--- config.mk ---
export PLATFORM = sky130hd
export DESIGN_NAME = pipelineCore
export DESIGN_NICKNAME = d
export VERILOG_FILES = /design/src/common/coreIsaPkg.sv /design/src/common/hazardCtlPkg.sv /design/src/hdl/decodeUnit.sv /design/src/hdl/executeStage.sv /design/src/hdl/hazard.sv /design/src/hdl/pipelineCore.sv /design/src/hdl/regFile.sv
export SDC_FILE = /design/constraint.sdc
export NUM_CORES = 2
export LEC_CHECK = 0
export ABC_AREA = 1
export ABC_CLOCK_PERIOD_IN_PS = 7750
export BUFFER_PORTS_ARGS = -buffer_cell sky130_fd_sc_hd__buf_2
export CAP_MARGIN = 15
export CORE_MARGIN = 3
export CORE_UTILIZATION = 68
export CTS_CLUSTER_DIAMETER = 40
export DETAILED_ROUTE_END_ITERATION = 16
export PLACE_DENSITY = 0.82
export SETUP_SLACK_MARGIN = 0.15
export SLEW_MARGIN = 30
export SYNTH_ARGS = -nofsm -noshare
export SYNTH_HDL_FRONTEND = slang
export SYNTH_HIERARCHICAL = 1
export SYNTH_SLANG_ARGS = --single-unit
export TNS_END_PERCENT = 5
--- constraint.sdc ---
create_clock -name clk -period 7.75 [get_ports clk]
set_clock_uncertainty 0.15 [all_clocks]
set_input_delay 0.775 -clock clk [delete_from_list [all_inputs] [get_ports clk]]
set_output_delay 0.775 -clock clk [all_outputs]
set_load 0.02 [all_outputs]
--- src/common/coreIsaPkg.sv ---
`default_nettype none

package coreIsaPkg;

  // Datapath and register index widths
  localparam int WordWidth    = 32;
  localparam int RegAddrWidth = 3;
  localparam int ImmWidth     = 22;

  // Opcodes sit in the top four bits of every instruction word
  typedef enum logic [3:0] {
    OpNop   = 4'd0,
    OpAdd   = 4'd1,
    OpSub   = 4'd2,
    OpAnd   = 4'd3,
    OpOr    = 4'd4,
    OpAddi  = 4'd5,
    OpLoad  = 4'd6,
    OpStore = 4'd7,
    OpBeq   = 4'd8
  } opcodeT;

  // ALU function chosen in decode
  typedef enum logic [1:0] {
    AluAdd,
    AluSub,
    AluAnd,
    AluOr
  } aluOpT;

  // Register-register view
  typedef struct packed {
    opcodeT                  opcode;
    logic [RegAddrWidth-1:0] rd;
    logic [RegAddrWidth-1:0] rs1;
    logic [RegAddrWidth-1:0] rs2;
    logic [18:0]             unused;
  } regFormatT;

  // Register-immediate view, immediate is signed
  // Store takes its data from rd, beq compares rd with rs1
  typedef struct packed {
    opcodeT                  opcode;
    logic [RegAddrWidth-1:0] rd;
    logic [RegAddrWidth-1:0] rs1;
    logic [ImmWidth-1:0]     imm;
  } immFormatT;

  // One instruction word, two decodings
  typedef union packed {
    regFormatT r;
    immFormatT i;
  } instrWordT;

  // Decoded controls carried down the pipeline
  typedef struct packed {
    logic                    regWrite;
    logic                    memToReg;
    logic                    memWrite;
    logic                    branch;
    logic                    useImm;
    aluOpT                   aluOp;
    logic [RegAddrWidth-1:0] dest;
  } ctrlT;

endpackage

`default_nettype wire

--- src/common/hazardCtlPkg.sv ---
`default_nettype none

package hazardCtlPkg;

  // Source of an execute operand
  typedef enum logic [1:0] {
    FwdNone      = 2'b00,
    FwdWriteback = 2'b01,
    FwdMemory    = 2'b10
  } fwdSelT;

  // Everything the hazard unit hands back to the core
  typedef struct packed {
    logic   stallF;
    logic   stallD;
    logic   flushD;
    logic   flushE;
    fwdSelT forwardA;
    fwdSelT forwardB;
  } hazardCtlT;

endpackage

`default_nettype wire

--- src/hdl/decodeUnit.sv ---
`default_nettype none

module decodeUnit
  import coreIsaPkg::*;
(
  input  instrWordT               instr,
  output ctrlT                    ctrl,
  output logic [WordWidth-1:0]    imm,
  output logic [RegAddrWidth-1:0] src1,
  output logic [RegAddrWidth-1:0] src2
);

  logic [WordWidth-1:0] immExt;

  // Sign-extended immediate from the immediate view
  assign immExt = {{(WordWidth - ImmWidth){instr.i.imm[ImmWidth-1]}}, instr.i.imm};

  always_comb
  begin
    // Defaults describe a bubble
    ctrl = '0;
    imm  = '0;
    src1 = instr.r.rs1;
    src2 = '0;
    case (instr.r.opcode)
      OpAdd, OpSub, OpAnd, OpOr:
      begin
        ctrl.regWrite = 1'b1;
        ctrl.dest     = instr.r.rd;
        src2          = instr.r.rs2;
        case (instr.r.opcode)
          OpSub:   ctrl.aluOp = AluSub;
          OpAnd:   ctrl.aluOp = AluAnd;
          OpOr:    ctrl.aluOp = AluOr;
          default: ctrl.aluOp = AluAdd;
        endcase
      end
      OpAddi, OpLoad:
      begin
        // Load computes its address like addi
        ctrl.regWrite = 1'b1;
        ctrl.memToReg = (instr.i.opcode == OpLoad);
        ctrl.useImm   = 1'b1;
        ctrl.aluOp    = AluAdd;
        ctrl.dest     = instr.i.rd;
        imm           = immExt;
      end
      OpStore:
      begin
        // rd names the data source, no destination
        ctrl.memWrite = 1'b1;
        ctrl.useImm   = 1'b1;
        ctrl.aluOp    = AluAdd;
        imm           = immExt;
        src2          = instr.i.rd;
      end
      OpBeq:
      begin
        // Compare rd with rs1, offset in words
        ctrl.branch = 1'b1;
        imm         = immExt;
        src2        = instr.i.rd;
      end
      default:
        // Nop and unused opcodes read nothing
        src1 = '0;
    endcase
  end

endmodule

`default_nettype wire

--- src/hdl/executeStage.sv ---
`default_nettype none

module executeStage
  import coreIsaPkg::*;
  import hazardCtlPkg::*;
(
  input  ctrlT                 ctrlE,
  input  logic [WordWidth-1:0] rd1E,
  input  logic [WordWidth-1:0] rd2E,
  input  logic [WordWidth-1:0] immE,
  input  logic [WordWidth-1:0] pcE,
  input  logic [WordWidth-1:0] aluResultM,
  input  logic [WordWidth-1:0] resultW,
  input  fwdSelT               forwardA,
  input  fwdSelT               forwardB,
  output logic [WordWidth-1:0] aluResultE,
  output logic [WordWidth-1:0] storeDataE,
  output logic [WordWidth-1:0] branchTargetE,
  output logic                 branchTakenE
);

  logic [WordWidth-1:0] srcA;
  logic [WordWidth-1:0] srcB;
  logic [WordWidth-1:0] operandB;

  // Operand source select shared by both ports
  function automatic logic [WordWidth-1:0] fwdMux(
    input fwdSelT               sel,
    input logic [WordWidth-1:0] regVal,
    input logic [WordWidth-1:0] memVal,
    input logic [WordWidth-1:0] wbVal
  );
    case (sel)
      FwdMemory:    return memVal;
      FwdWriteback: return wbVal;
      default:      return regVal;
    endcase
  endfunction

  assign srcA = fwdMux(forwardA, rd1E, aluResultM, resultW);
  assign srcB = fwdMux(forwardB, rd2E, aluResultM, resultW);

  // Immediate replaces the second operand for addi, load and store
  assign operandB = ctrlE.useImm ? immE : srcB;

  always_comb
  begin
    case (ctrlE.aluOp)
      AluSub:  aluResultE = srcA - operandB;
      AluAnd:  aluResultE = srcA & operandB;
      AluOr:   aluResultE = srcA | operandB;
      default: aluResultE = srcA + operandB;
    endcase
  end

  // Store data is the forwarded rd value
  assign storeDataE = srcB;

  // Branch resolves here, target relative to its own word address
  assign branchTakenE  = ctrlE.branch & (srcA == srcB);
  assign branchTargetE = pcE + immE;

endmodule

`default_nettype wire

--- src/hdl/hazard.sv ---
`default_nettype none

module hazard
  import hazardCtlPkg::*;
(
  input  logic      clk,
  input  logic      reset,
  input  logic      match1EM,
  input  logic      match1EW,
  input  logic      match2EM,
  input  logic      match2EW,
  input  logic      match1DE,
  input  logic      match2DE,
  input  logic      regWriteM,
  input  logic      regWriteW,
  input  logic      memToRegE,
  input  logic      branchTakenE,
  output hazardCtlT ctl
);

  fwdSelT forwardA;
  fwdSelT forwardB;
  logic   loadUseStall;

  // Forwarding, the younger result in memory wins over writeback
  always_comb
  begin
    if (match1EM && regWriteM)
      forwardA = FwdMemory;
    else if (match1EW && regWriteW)
      forwardA = FwdWriteback;
    else
      forwardA = FwdNone;

    if (match2EM && regWriteM)
      forwardB = FwdMemory;
    else if (match2EW && regWriteW)
      forwardB = FwdWriteback;
    else
      forwardB = FwdNone;
  end

  // Load in execute feeding a source in decode
  // A taken branch kills the decode instruction anyway
  assign loadUseStall = (match1DE | match2DE) & memToRegE & ~branchTakenE;

  // Hold fetch and decode, push a bubble into execute
  assign ctl.stallF   = loadUseStall;
  assign ctl.stallD   = loadUseStall;
  // Drop the two wrong-path instructions on a taken branch
  assign ctl.flushD   = branchTakenE;
  assign ctl.flushE   = loadUseStall | branchTakenE;
  assign ctl.forwardA = forwardA;
  assign ctl.forwardB = forwardB;

endmodule

`default_nettype wire

--- src/hdl/pipelineCore.sv ---
`default_nettype none

module pipelineCore
  import coreIsaPkg::*;
  import hazardCtlPkg::*;
#(
  parameter int DataMemWords = 16
)
(
  input  logic                    clk,
  input  logic                    reset,
  output logic [WordWidth-1:0]    pcF,
  input  instrWordT               instrF,
  output logic                    retireValid,
  output logic [RegAddrWidth-1:0] retireDest,
  output logic [WordWidth-1:0]    retireData
);

  localparam int DataAddrWidth = $clog2(DataMemWords);

  // Stage registers, all-zero is a bubble
  typedef struct packed {
    instrWordT            instr;
    logic [WordWidth-1:0] pc;
  } decodeRegT;

  typedef struct packed {
    ctrlT                    ctrl;
    logic [WordWidth-1:0]    rd1;
    logic [WordWidth-1:0]    rd2;
    logic [WordWidth-1:0]    imm;
    logic [WordWidth-1:0]    pc;
    logic [RegAddrWidth-1:0] src1;
    logic [RegAddrWidth-1:0] src2;
  } executeRegT;

  typedef struct packed {
    logic                    regWrite;
    logic                    memToReg;
    logic                    memWrite;
    logic [RegAddrWidth-1:0] dest;
    logic [WordWidth-1:0]    aluResult;
    logic [WordWidth-1:0]    storeData;
  } memoryRegT;

  typedef struct packed {
    logic                    regWrite;
    logic [RegAddrWidth-1:0] dest;
    logic [WordWidth-1:0]    result;
  } writebackRegT;

  decodeRegT    dReg;
  executeRegT   eReg;
  memoryRegT    mReg;
  writebackRegT wReg;

  ctrlT                    ctrlD;
  logic [WordWidth-1:0]    immD;
  logic [RegAddrWidth-1:0] src1D;
  logic [RegAddrWidth-1:0] src2D;
  logic [WordWidth-1:0]    rd1D;
  logic [WordWidth-1:0]    rd2D;
  logic [WordWidth-1:0]    aluResultE;
  logic [WordWidth-1:0]    storeDataE;
  logic [WordWidth-1:0]    branchTargetE;
  logic                    branchTakenE;
  logic [WordWidth-1:0]    resultM;
  logic                    match1EM;
  logic                    match1EW;
  logic                    match2EM;
  logic                    match2EW;
  logic                    match1DE;
  logic                    match2DE;
  hazardCtlT               ctl;

  logic [WordWidth-1:0] dataMem [DataMemWords];

  // Fetch, branch redirect beats the stall
  always_ff @(posedge clk)
  begin
    if (reset)
      pcF <= '0;
    else if (branchTakenE)
      pcF <= branchTargetE;
    else if (!ctl.stallF)
      pcF <= pcF + 1'b1;
  end

  always_ff @(posedge clk)
  begin
    if (reset || ctl.flushD)
      dReg <= '0;
    else if (!ctl.stallD)
      dReg <= '{instr: instrF, pc: pcF};
  end

  // Decode
  decodeUnit uDecode (
    .instr (dReg.instr),
    .ctrl  (ctrlD),
    .imm   (immD),
    .src1  (src1D),
    .src2  (src2D)
  );

  // Written from writeback, read in decode
  regFile uRegFile (
    .clk         (clk),
    .reset       (reset),
    .writeEnable (wReg.regWrite),
    .readAddr1   (src1D),
    .readAddr2   (src2D),
    .writeAddr   (wReg.dest),
    .writeData   (wReg.result),
    .readData1   (rd1D),
    .readData2   (rd2D)
  );

  always_ff @(posedge clk)
  begin
    if (reset || ctl.flushE)
      eReg <= '0;
    else
      eReg <= '{ctrl: ctrlD, rd1: rd1D, rd2: rd2D, imm: immD, pc: dReg.pc,
                src1: src1D, src2: src2D};
  end

  // Execute
  executeStage uExecute (
    .ctrlE         (eReg.ctrl),
    .rd1E          (eReg.rd1),
    .rd2E          (eReg.rd2),
    .immE          (eReg.imm),
    .pcE           (eReg.pc),
    .aluResultM    (mReg.aluResult),
    .resultW       (wReg.result),
    .forwardA      (ctl.forwardA),
    .forwardB      (ctl.forwardB),
    .aluResultE    (aluResultE),
    .storeDataE    (storeDataE),
    .branchTargetE (branchTargetE),
    .branchTakenE  (branchTakenE)
  );

  always_ff @(posedge clk)
  begin
    if (reset)
      mReg <= '0;
    else
      mReg <= '{regWrite: eReg.ctrl.regWrite, memToReg: eReg.ctrl.memToReg,
                memWrite: eReg.ctrl.memWrite, dest: eReg.ctrl.dest,
                aluResult: aluResultE, storeData: storeDataE};
  end

  // Memory, low address bits index the words
  always_ff @(posedge clk)
  begin
    if (mReg.memWrite)
      dataMem[mReg.aluResult[DataAddrWidth-1:0]] <= mReg.storeData;
  end

  assign resultM = mReg.memToReg ? dataMem[mReg.aluResult[DataAddrWidth-1:0]]
                                 : mReg.aluResult;

  always_ff @(posedge clk)
  begin
    if (reset)
      wReg <= '0;
    else
      wReg <= '{regWrite: mReg.regWrite, dest: mReg.dest, result: resultM};
  end

  // Register matches, r0 never counts
  assign match1EM = (eReg.src1 != '0) && (eReg.src1 == mReg.dest);
  assign match2EM = (eReg.src2 != '0) && (eReg.src2 == mReg.dest);
  assign match1EW = (eReg.src1 != '0) && (eReg.src1 == wReg.dest);
  assign match2EW = (eReg.src2 != '0) && (eReg.src2 == wReg.dest);
  assign match1DE = (src1D != '0) && (src1D == eReg.ctrl.dest);
  assign match2DE = (src2D != '0) && (src2D == eReg.ctrl.dest);

  hazard uHazard (
    .clk          (clk),
    .reset        (reset),
    .match1EM     (match1EM),
    .match1EW     (match1EW),
    .match2EM     (match2EM),
    .match2EW     (match2EW),
    .match1DE     (match1DE),
    .match2DE     (match2DE),
    .regWriteM    (mReg.regWrite),
    .regWriteW    (wReg.regWrite),
    .memToRegE    (eReg.ctrl.memToReg),
    .branchTakenE (branchTakenE),
    .ctl          (ctl)
  );

  // Retire port mirrors the register file write
  assign retireValid = wReg.regWrite;
  assign retireDest  = wReg.dest;
  assign retireData  = wReg.result;

endmodule

`default_nettype wire

--- src/hdl/regFile.sv ---
`default_nettype none

module regFile
  import coreIsaPkg::*;
(
  input  logic                    clk,
  input  logic                    reset,
  input  logic                    writeEnable,
  input  logic [RegAddrWidth-1:0] readAddr1,
  input  logic [RegAddrWidth-1:0] readAddr2,
  input  logic [RegAddrWidth-1:0] writeAddr,
  input  logic [WordWidth-1:0]    writeData,
  output logic [WordWidth-1:0]    readData1,
  output logic [WordWidth-1:0]    readData2
);

  localparam int NumRegs = 1 << RegAddrWidth;

  logic [WordWidth-1:0] regs [NumRegs];

  // r0 is never written, so it keeps its reset value of zero
  always_ff @(posedge clk)
  begin
    if (reset)
    begin
      for (int i = 0; i < NumRegs; i++)
        regs[i] <= '0;
    end
    else if (writeEnable && (writeAddr != '0))
      regs[writeAddr] <= writeData;
  end

  // Same-cycle write passes straight through to the reader
  function automatic logic [WordWidth-1:0] readPort(input logic [RegAddrWidth-1:0] addr);
    if (addr == '0)
      return '0;
    else if (writeEnable && (writeAddr == addr))
      return writeData;
    else
      return regs[addr];
  endfunction

  assign readData1 = readPort(readAddr1);
  assign readData2 = readPort(readAddr2);

endmodule

`default_nettype wire

# After elaboration in Yosys (flattened, before gate mapping)
# Memories as Yosys holds them, arrays and structs flattened. A register that Yosys moved wholly into a read port is not among the register bits.
# Index checks and enable logic that the tools add are counted.
[classes]
n_bitwise = 12
n_mux = 29
eq_ne = 23
n_reduce_logical = 34
add_sub_neg = 4
[ops]
columns = ["op", "n"]
rows = [
  ["two-way mux 32 bit", 5],
  ["one-hot mux 32 bit (2 select lines)", 2],
  ["one-hot mux 32 bit (3 select lines)", 1],
  ["adder 32 bit", 2],
  ["adder 32 x 1 -> 32 bit, second input constant", 1],
  ["AND 32 bit", 1],
  ["== test 32 bit", 1],
  ["bitwise OR 32 bit", 1],
  ["OR reduction 32 bit", 1],
  ["subtractor 32 bit", 1],
  ["== test 3 bit", 6],
  ["== test 4 x 3 -> 1 bit, second input constant", 4],
  ["OR reduction 2 bit", 8],
  ["nonzero test 3 bit", 5],
  ["two-way mux 1 bit", 14],
  ["logical AND 1 bit", 11],
  ["== test 2 bit, second input constant", 4],
  ["== test 4 x 2 -> 1 bit, second input constant", 2],
  ["OR reduction 4 bit", 2],
  ["OR reduction 8 bit", 1],
  ["== test 2 x 1 -> 1 bit, second input constant", 3],
  ["zero test 3 bit", 2],
  ["two-way mux 3 bit", 2],
  ["one-hot mux 2 bit (3 select lines)", 1],
  ["12 further kinds", 21],
]
[word_totals]
input_bits = 34
mem_bits_rw = 768
n_memories = 2
register_bits = 272
elab_cells = 127
out_inout_bits = 68
[mem_list]
columns = ["memory", "depth", "word_bits", "rd", "rd_clocked_by_memory_dff", "write_ports", "line_no", "source"]
rows = [
  ["dataMem", 16, 32, 1, 1, 1, "pipelineCore.sv:76", "logic [WordWidth-1:0] dataMem [DataMemWords];"],
  ["uRegFile.regs", 8, 32, 2, 2, 8, "regFile.sv:19", "logic [WordWidth-1:0] regs [NumRegs];"],
]

# Logic depth before layout (Yosys ltp)
[depth]
depth_word = 14
mapped_depth = 37
ltp_nobuf = 36

# Hierarchy
# The synthesis kept the hierarchy.
[by_module_without_submodules]
columns = ["module", "cells_each", "n_inst", "seq_area_each_um2", "area_each_um2"]
rows = [
  ["pipelineCore", 2947, 1, 22301.4, 31287.5],
  ["regFile", 1953, 1, 6726.5, 13984.7],
  ["executeStage", 1457, 1, 0.0, 7618.6],
  ["decodeUnit", 88, 1, 0.0, 581.8],
  ["hazard", 15, 1, 0.0, 85.1],
]

# Worst setup path after synthesis
# OpenSTA, ideal clock, no wires.
[synth_path]
path_type = "flip-flop to flip-flop"
startpoint = "register wReg (netlist bit retireDest[2])"
endpoint = "register mReg[59] in the netlist's numbering"
stages_incl_launch_ff = 34
required_time_ns = 7.472
arrival_time_ns = 4.468
path_buffers = 2
setup_slack_ns = 3.005
path_cell_list = "dfxtp_1 > xor2_1 > nor4_1 > nand2_1 > nor2_2 > inv_1 > ha_1 > inv_2 > buf_6 > buf_4 > nand2_1 > nand3_1 > nand2_1 > ha_1 > nand3_1 > inv_2 > nand2_2 > nand2_2 > nand2_2 > nor2_4 > o21ai_1 > nand2_1 > nand2_1 > ha_1 > a21o_1 > a21oi_1 > nand2_1 > a21oi_1 > nand2_1 > or2_2 > nand3_1 > o21ai_0 > inv_1 > nor2_1"
[synth_lines]
columns = ["element", "line_no", "source"]
rows = [
  ["start, declared", "pipelineCore.sv:55", "writebackRegT wReg;"],
  ["start signal, assigned", "pipelineCore.sv:170", "wReg <= '{regWrite: mReg.regWrite, dest: mReg.dest, result: resultM};"],
  ["end signal, assigned", "pipelineCore.sv:150", "mReg <= '{regWrite: eReg.ctrl.regWrite, memToReg: eReg.ctrl.memToReg,"],
  ["end, declared", "pipelineCore.sv:54", "memoryRegT mReg;"],
]

==> summary.txt <==
Layout
  • Multi-input gate area: 20,600 µm²
  • Area Growth Syn to Fin: 10.9%
  • Final #Nets: 6,562
  • Share of layout cells above drive strength 1: 8.57%
  • Fillers: 5,291
  • Util after Layout: 76.4%
  • Area taken by flip-flops and latches: 29,000 µm²

Clock tree
  • TritonCTS buffer count: 132
  • CTS Root Cell: clkbuf_16
  • Setup Buffers After CTS: 0
  • H-tree levels: 4
  • # resized after CTS: 0
  • Maximum clock path buffer count: 3
  • Hold Buf Count CTS: 0
  • CTS clock-pin slew for the worst setup and hold paths: 0.06 ns
  • Clk_lat worst skew: 0.75 ns
  • CTS tree: built
  • Clock sink count: 1,082

Yosys
  • Synth Area in Compound Gates: 6.80%
  • Yosys warning total: 6
  • Post-synth EDFFs: 736
  • Avg Inst Size Synth: 8.29 µm²
  • Cells after Synth: 6,460
  • Main combinational cell family by area after synthesis: simple AND/OR/NAND/NOR gates
  • Syn Nets: 6,573
  • Seq/Total Area, Yosys: 54.2%
  • Top_reg_cell synth: edfxtp_1
  • Post-synthesis xor/xnor area fraction: 1.62%
  • Synthesized area: 53,600 µm²
  • Synth unique cells: 55
  • Mux contribution to synthesized area: 0%
  • Yosys reg bits: 1,082
  • Synthesized-area fraction occupied by adder cells: 1.87%
  • Asr flop ratio synth: 0%
  • Simple-Gate Fraction of Synth Area: 27.7%

Global route
  • Initial antenna violation count: 5
  • Largest net degree at the start of global routing: 129
  • First-pass GRT wire length: 259,000 µm
  • GR Util All Layers: 41.8%
  • Total gr overflow: 0
  • Vias in the first global route: 44,100

Floorplan
  • Die area: 82,200 µm²
  • Die height: 287 µm
  • # rows: 102
  • Boundary Pins: 102
  • Core box area: 77,700 µm²
  • Initial Util: 68.9%
  • Chip width: 287 µm

Place
  • DP HPWL: 107,000 µm
  • Final GP Congestion: 1.04
  • Port Buffers: 101

Timing
  • Hold Fails Final Rpt: 0
  • Unrepaired setup endpoints after global routing: no
  • Final critical-path required period: 6.55 ns
  • Final Max Tran Viols: 0
  • Final setup violation count: 0
  • Final setup TNS: 0 ns
  • Actual slew at the worst max-slew pin: 1.19 ns
  • Slew headroom: 19.9%
  • Fmax: 153 MHz
  • Final Cycle Share: 84.5%

Setup path
  • Worst r2r dst: dReg[20]
  • Critical path capture point type: flip-flop
  • Reg2reg setup slack: 1.20 ns
  • CP max FO: 64
  • Crit Path Class: reg2reg
  • Reg2Reg Depth: 18
  • CP Data Required Time: 8.24 ns
  • Startpoint Class: flip-flop
  • Crit path DAT: 7.04 ns
  • RR Startpoint: retireDest[1]

Routing
  • Post-DR wirelength/cell: 23.1 µm
  • DR vias: 47,300
  • DRT antenna net count: 0
  • Drt first pass iters: 8
  • Routed WL: 176,000 µm
  • Starting DRC count in detailed routing: 6,960
  • Vias/cell: 6.22
  • DRC Markers: 0

Pwr
  • Power per Cell Area: 258 nW/µm²
  • Max IR drop VDD: 0.264 mV
  • Leakage power: 23.5 nW

Worst hold path
  • Hold depth: 3
  • Hold/Removal Path Class: in2reg
  • HP Start: instrF[18]
  • Min-Delay Endpoint: dReg[50]

Flow run
  • Max-Cap Viols: 0

Run status
  • Status: completed
[stage by stage]
step,cell area [µm²],cells,total power [mW],hold slack (ns),setup slack (ns)
finish,59400,7601,15.4,0.119,1.20
global route,59400,7600,15.8,0.117,0.944
CTS,59400,7600,15.3,0.0826,1.64
detailed placement,54700,7355,8.91,0.248,1.66
global placement,54700,7355,8.89,0.242,1.56
floorplan,53600,6460,8.10,0.238,3.00
[synth_stat cells, types with 98 or more instances]
cell type  count  area, µm²
inv_1        630       2360
edfxtp_1     736      22100
clkbuf_1     157        589
nand3_1      495       2480
nor3_1       127        636
buf_2         98        490
nand2_1     1895       7110
a21oi_1      270       1350
dfxtp_1      346       6930
nor2_1       739       2770
nand4_1      143        895
o21ai_0      266       1330
[worst max path at each step]
stage / startpoint / endpoint / slack [ns] / cells after the start
2_1_floorplan: retireDest[2] / mReg[59] / 3.00 / 33
3_3_place_gp: retireDest[2] / mReg[63] / 1.56 / 31
3_5_place_dp: retireDest[2] / mReg[63] / 1.66 / 31
4_1_cts: retireDest[2] / mReg[63] / 1.64 / 31
5_1_grt: retireDest[2] / mReg[63] / 0.94 / 31
6_report: retireDest[1] / dReg[20] / 1.20 / 18
[power breakdown]
group          internal (mW)  switching (mW)  leakage, nW
logic                  0.654            1.71         11.5
registers               6.31           0.258         9.86
clock network           3.84            2.59         2.24
[critical path, cell delays in order, from the launching register on]
cell and delay, ns:
dfxtp_1 0.55, xor2_1 0.12, nor4_1 0.27, nand2_1 0.10
nor2_2 0.13, inv_1 0.05, ha_1 0.28, clkinv_2 0.58
o21ai_0 1.19, nand2_1 0.28, o2111ai_1 0.21, nor2_1 0.09
nand3_1 0.10, nor2_2 0.08, nor3_4 0.59, clkinv_1 0.89
buf_4 0.50, o21ai_0 0.19, a21oi_1 0.05
[per-layer routing]
layer,GRT usage [%],share of wire [%]
met5,0,0.024
met3,11.1,14
met1,55.1,36
met2,63.5,44
met4,22.7,6.0
[flip-flops by register name, summed over array words and instances, names as in the netlist]
name / cells
retireValid: 1
retireData: 32
uRegFile/regs: 224
mReg: 70
eReg: 144
dataMem: 512
dReg: 64
pcF: 32
retireDest: 3
[logic make-up after synthesis]
group                    count (synthesis)
AND/OR/NAND/NOR                       3526
flip-flops                            1082
buffers and inverters                 1019
AO/OA/AOI/OAI                          656
XOR/XNOR                                98
adder cells (fa/ha/maj)                 79
[area by class of cell]
class | instances | share of cell area, %
diodes | 1 | 0.00421
clock buffers | 164 | 5.95
clock inverters | 81 | 1.92
inverters | 683 | 4.32
multi-input cells | 4359 | 34.7
flip-flops and latches | 1082 | 48.9
well taps | 1040 | 2.19
repair buffers | 191 | 2.03
[cells in the final DEF (no fill, tap or decap), types with 23 or more instances in the layout]
| cell | instances |
|---|---|
| nand2_1 | 1893 |
| edfxtp_1 | 736 |
| nor2_1 | 710 |
| inv_1 | 628 |
| nand3_1 | 495 |
| dfxtp_1 | 343 |
| a21oi_1 | 270 |
| o21ai_0 | 261 |
| nand4_1 | 143 |
| clkbuf_16 | 133 |
| nor3_1 | 127 |
| buf_2 | 100 |
| buf_4 | 89 |
| ha_1 | 77 |
| xor2_1 | 71 |
| clkinv_1 | 46 |
| nor2_4 | 29 |
| xnor2_1 | 26 |
| nor2_2 | 23 |
| nor3_2 | 23 |
Note: power is estimated with default switching activity, not from simulation.
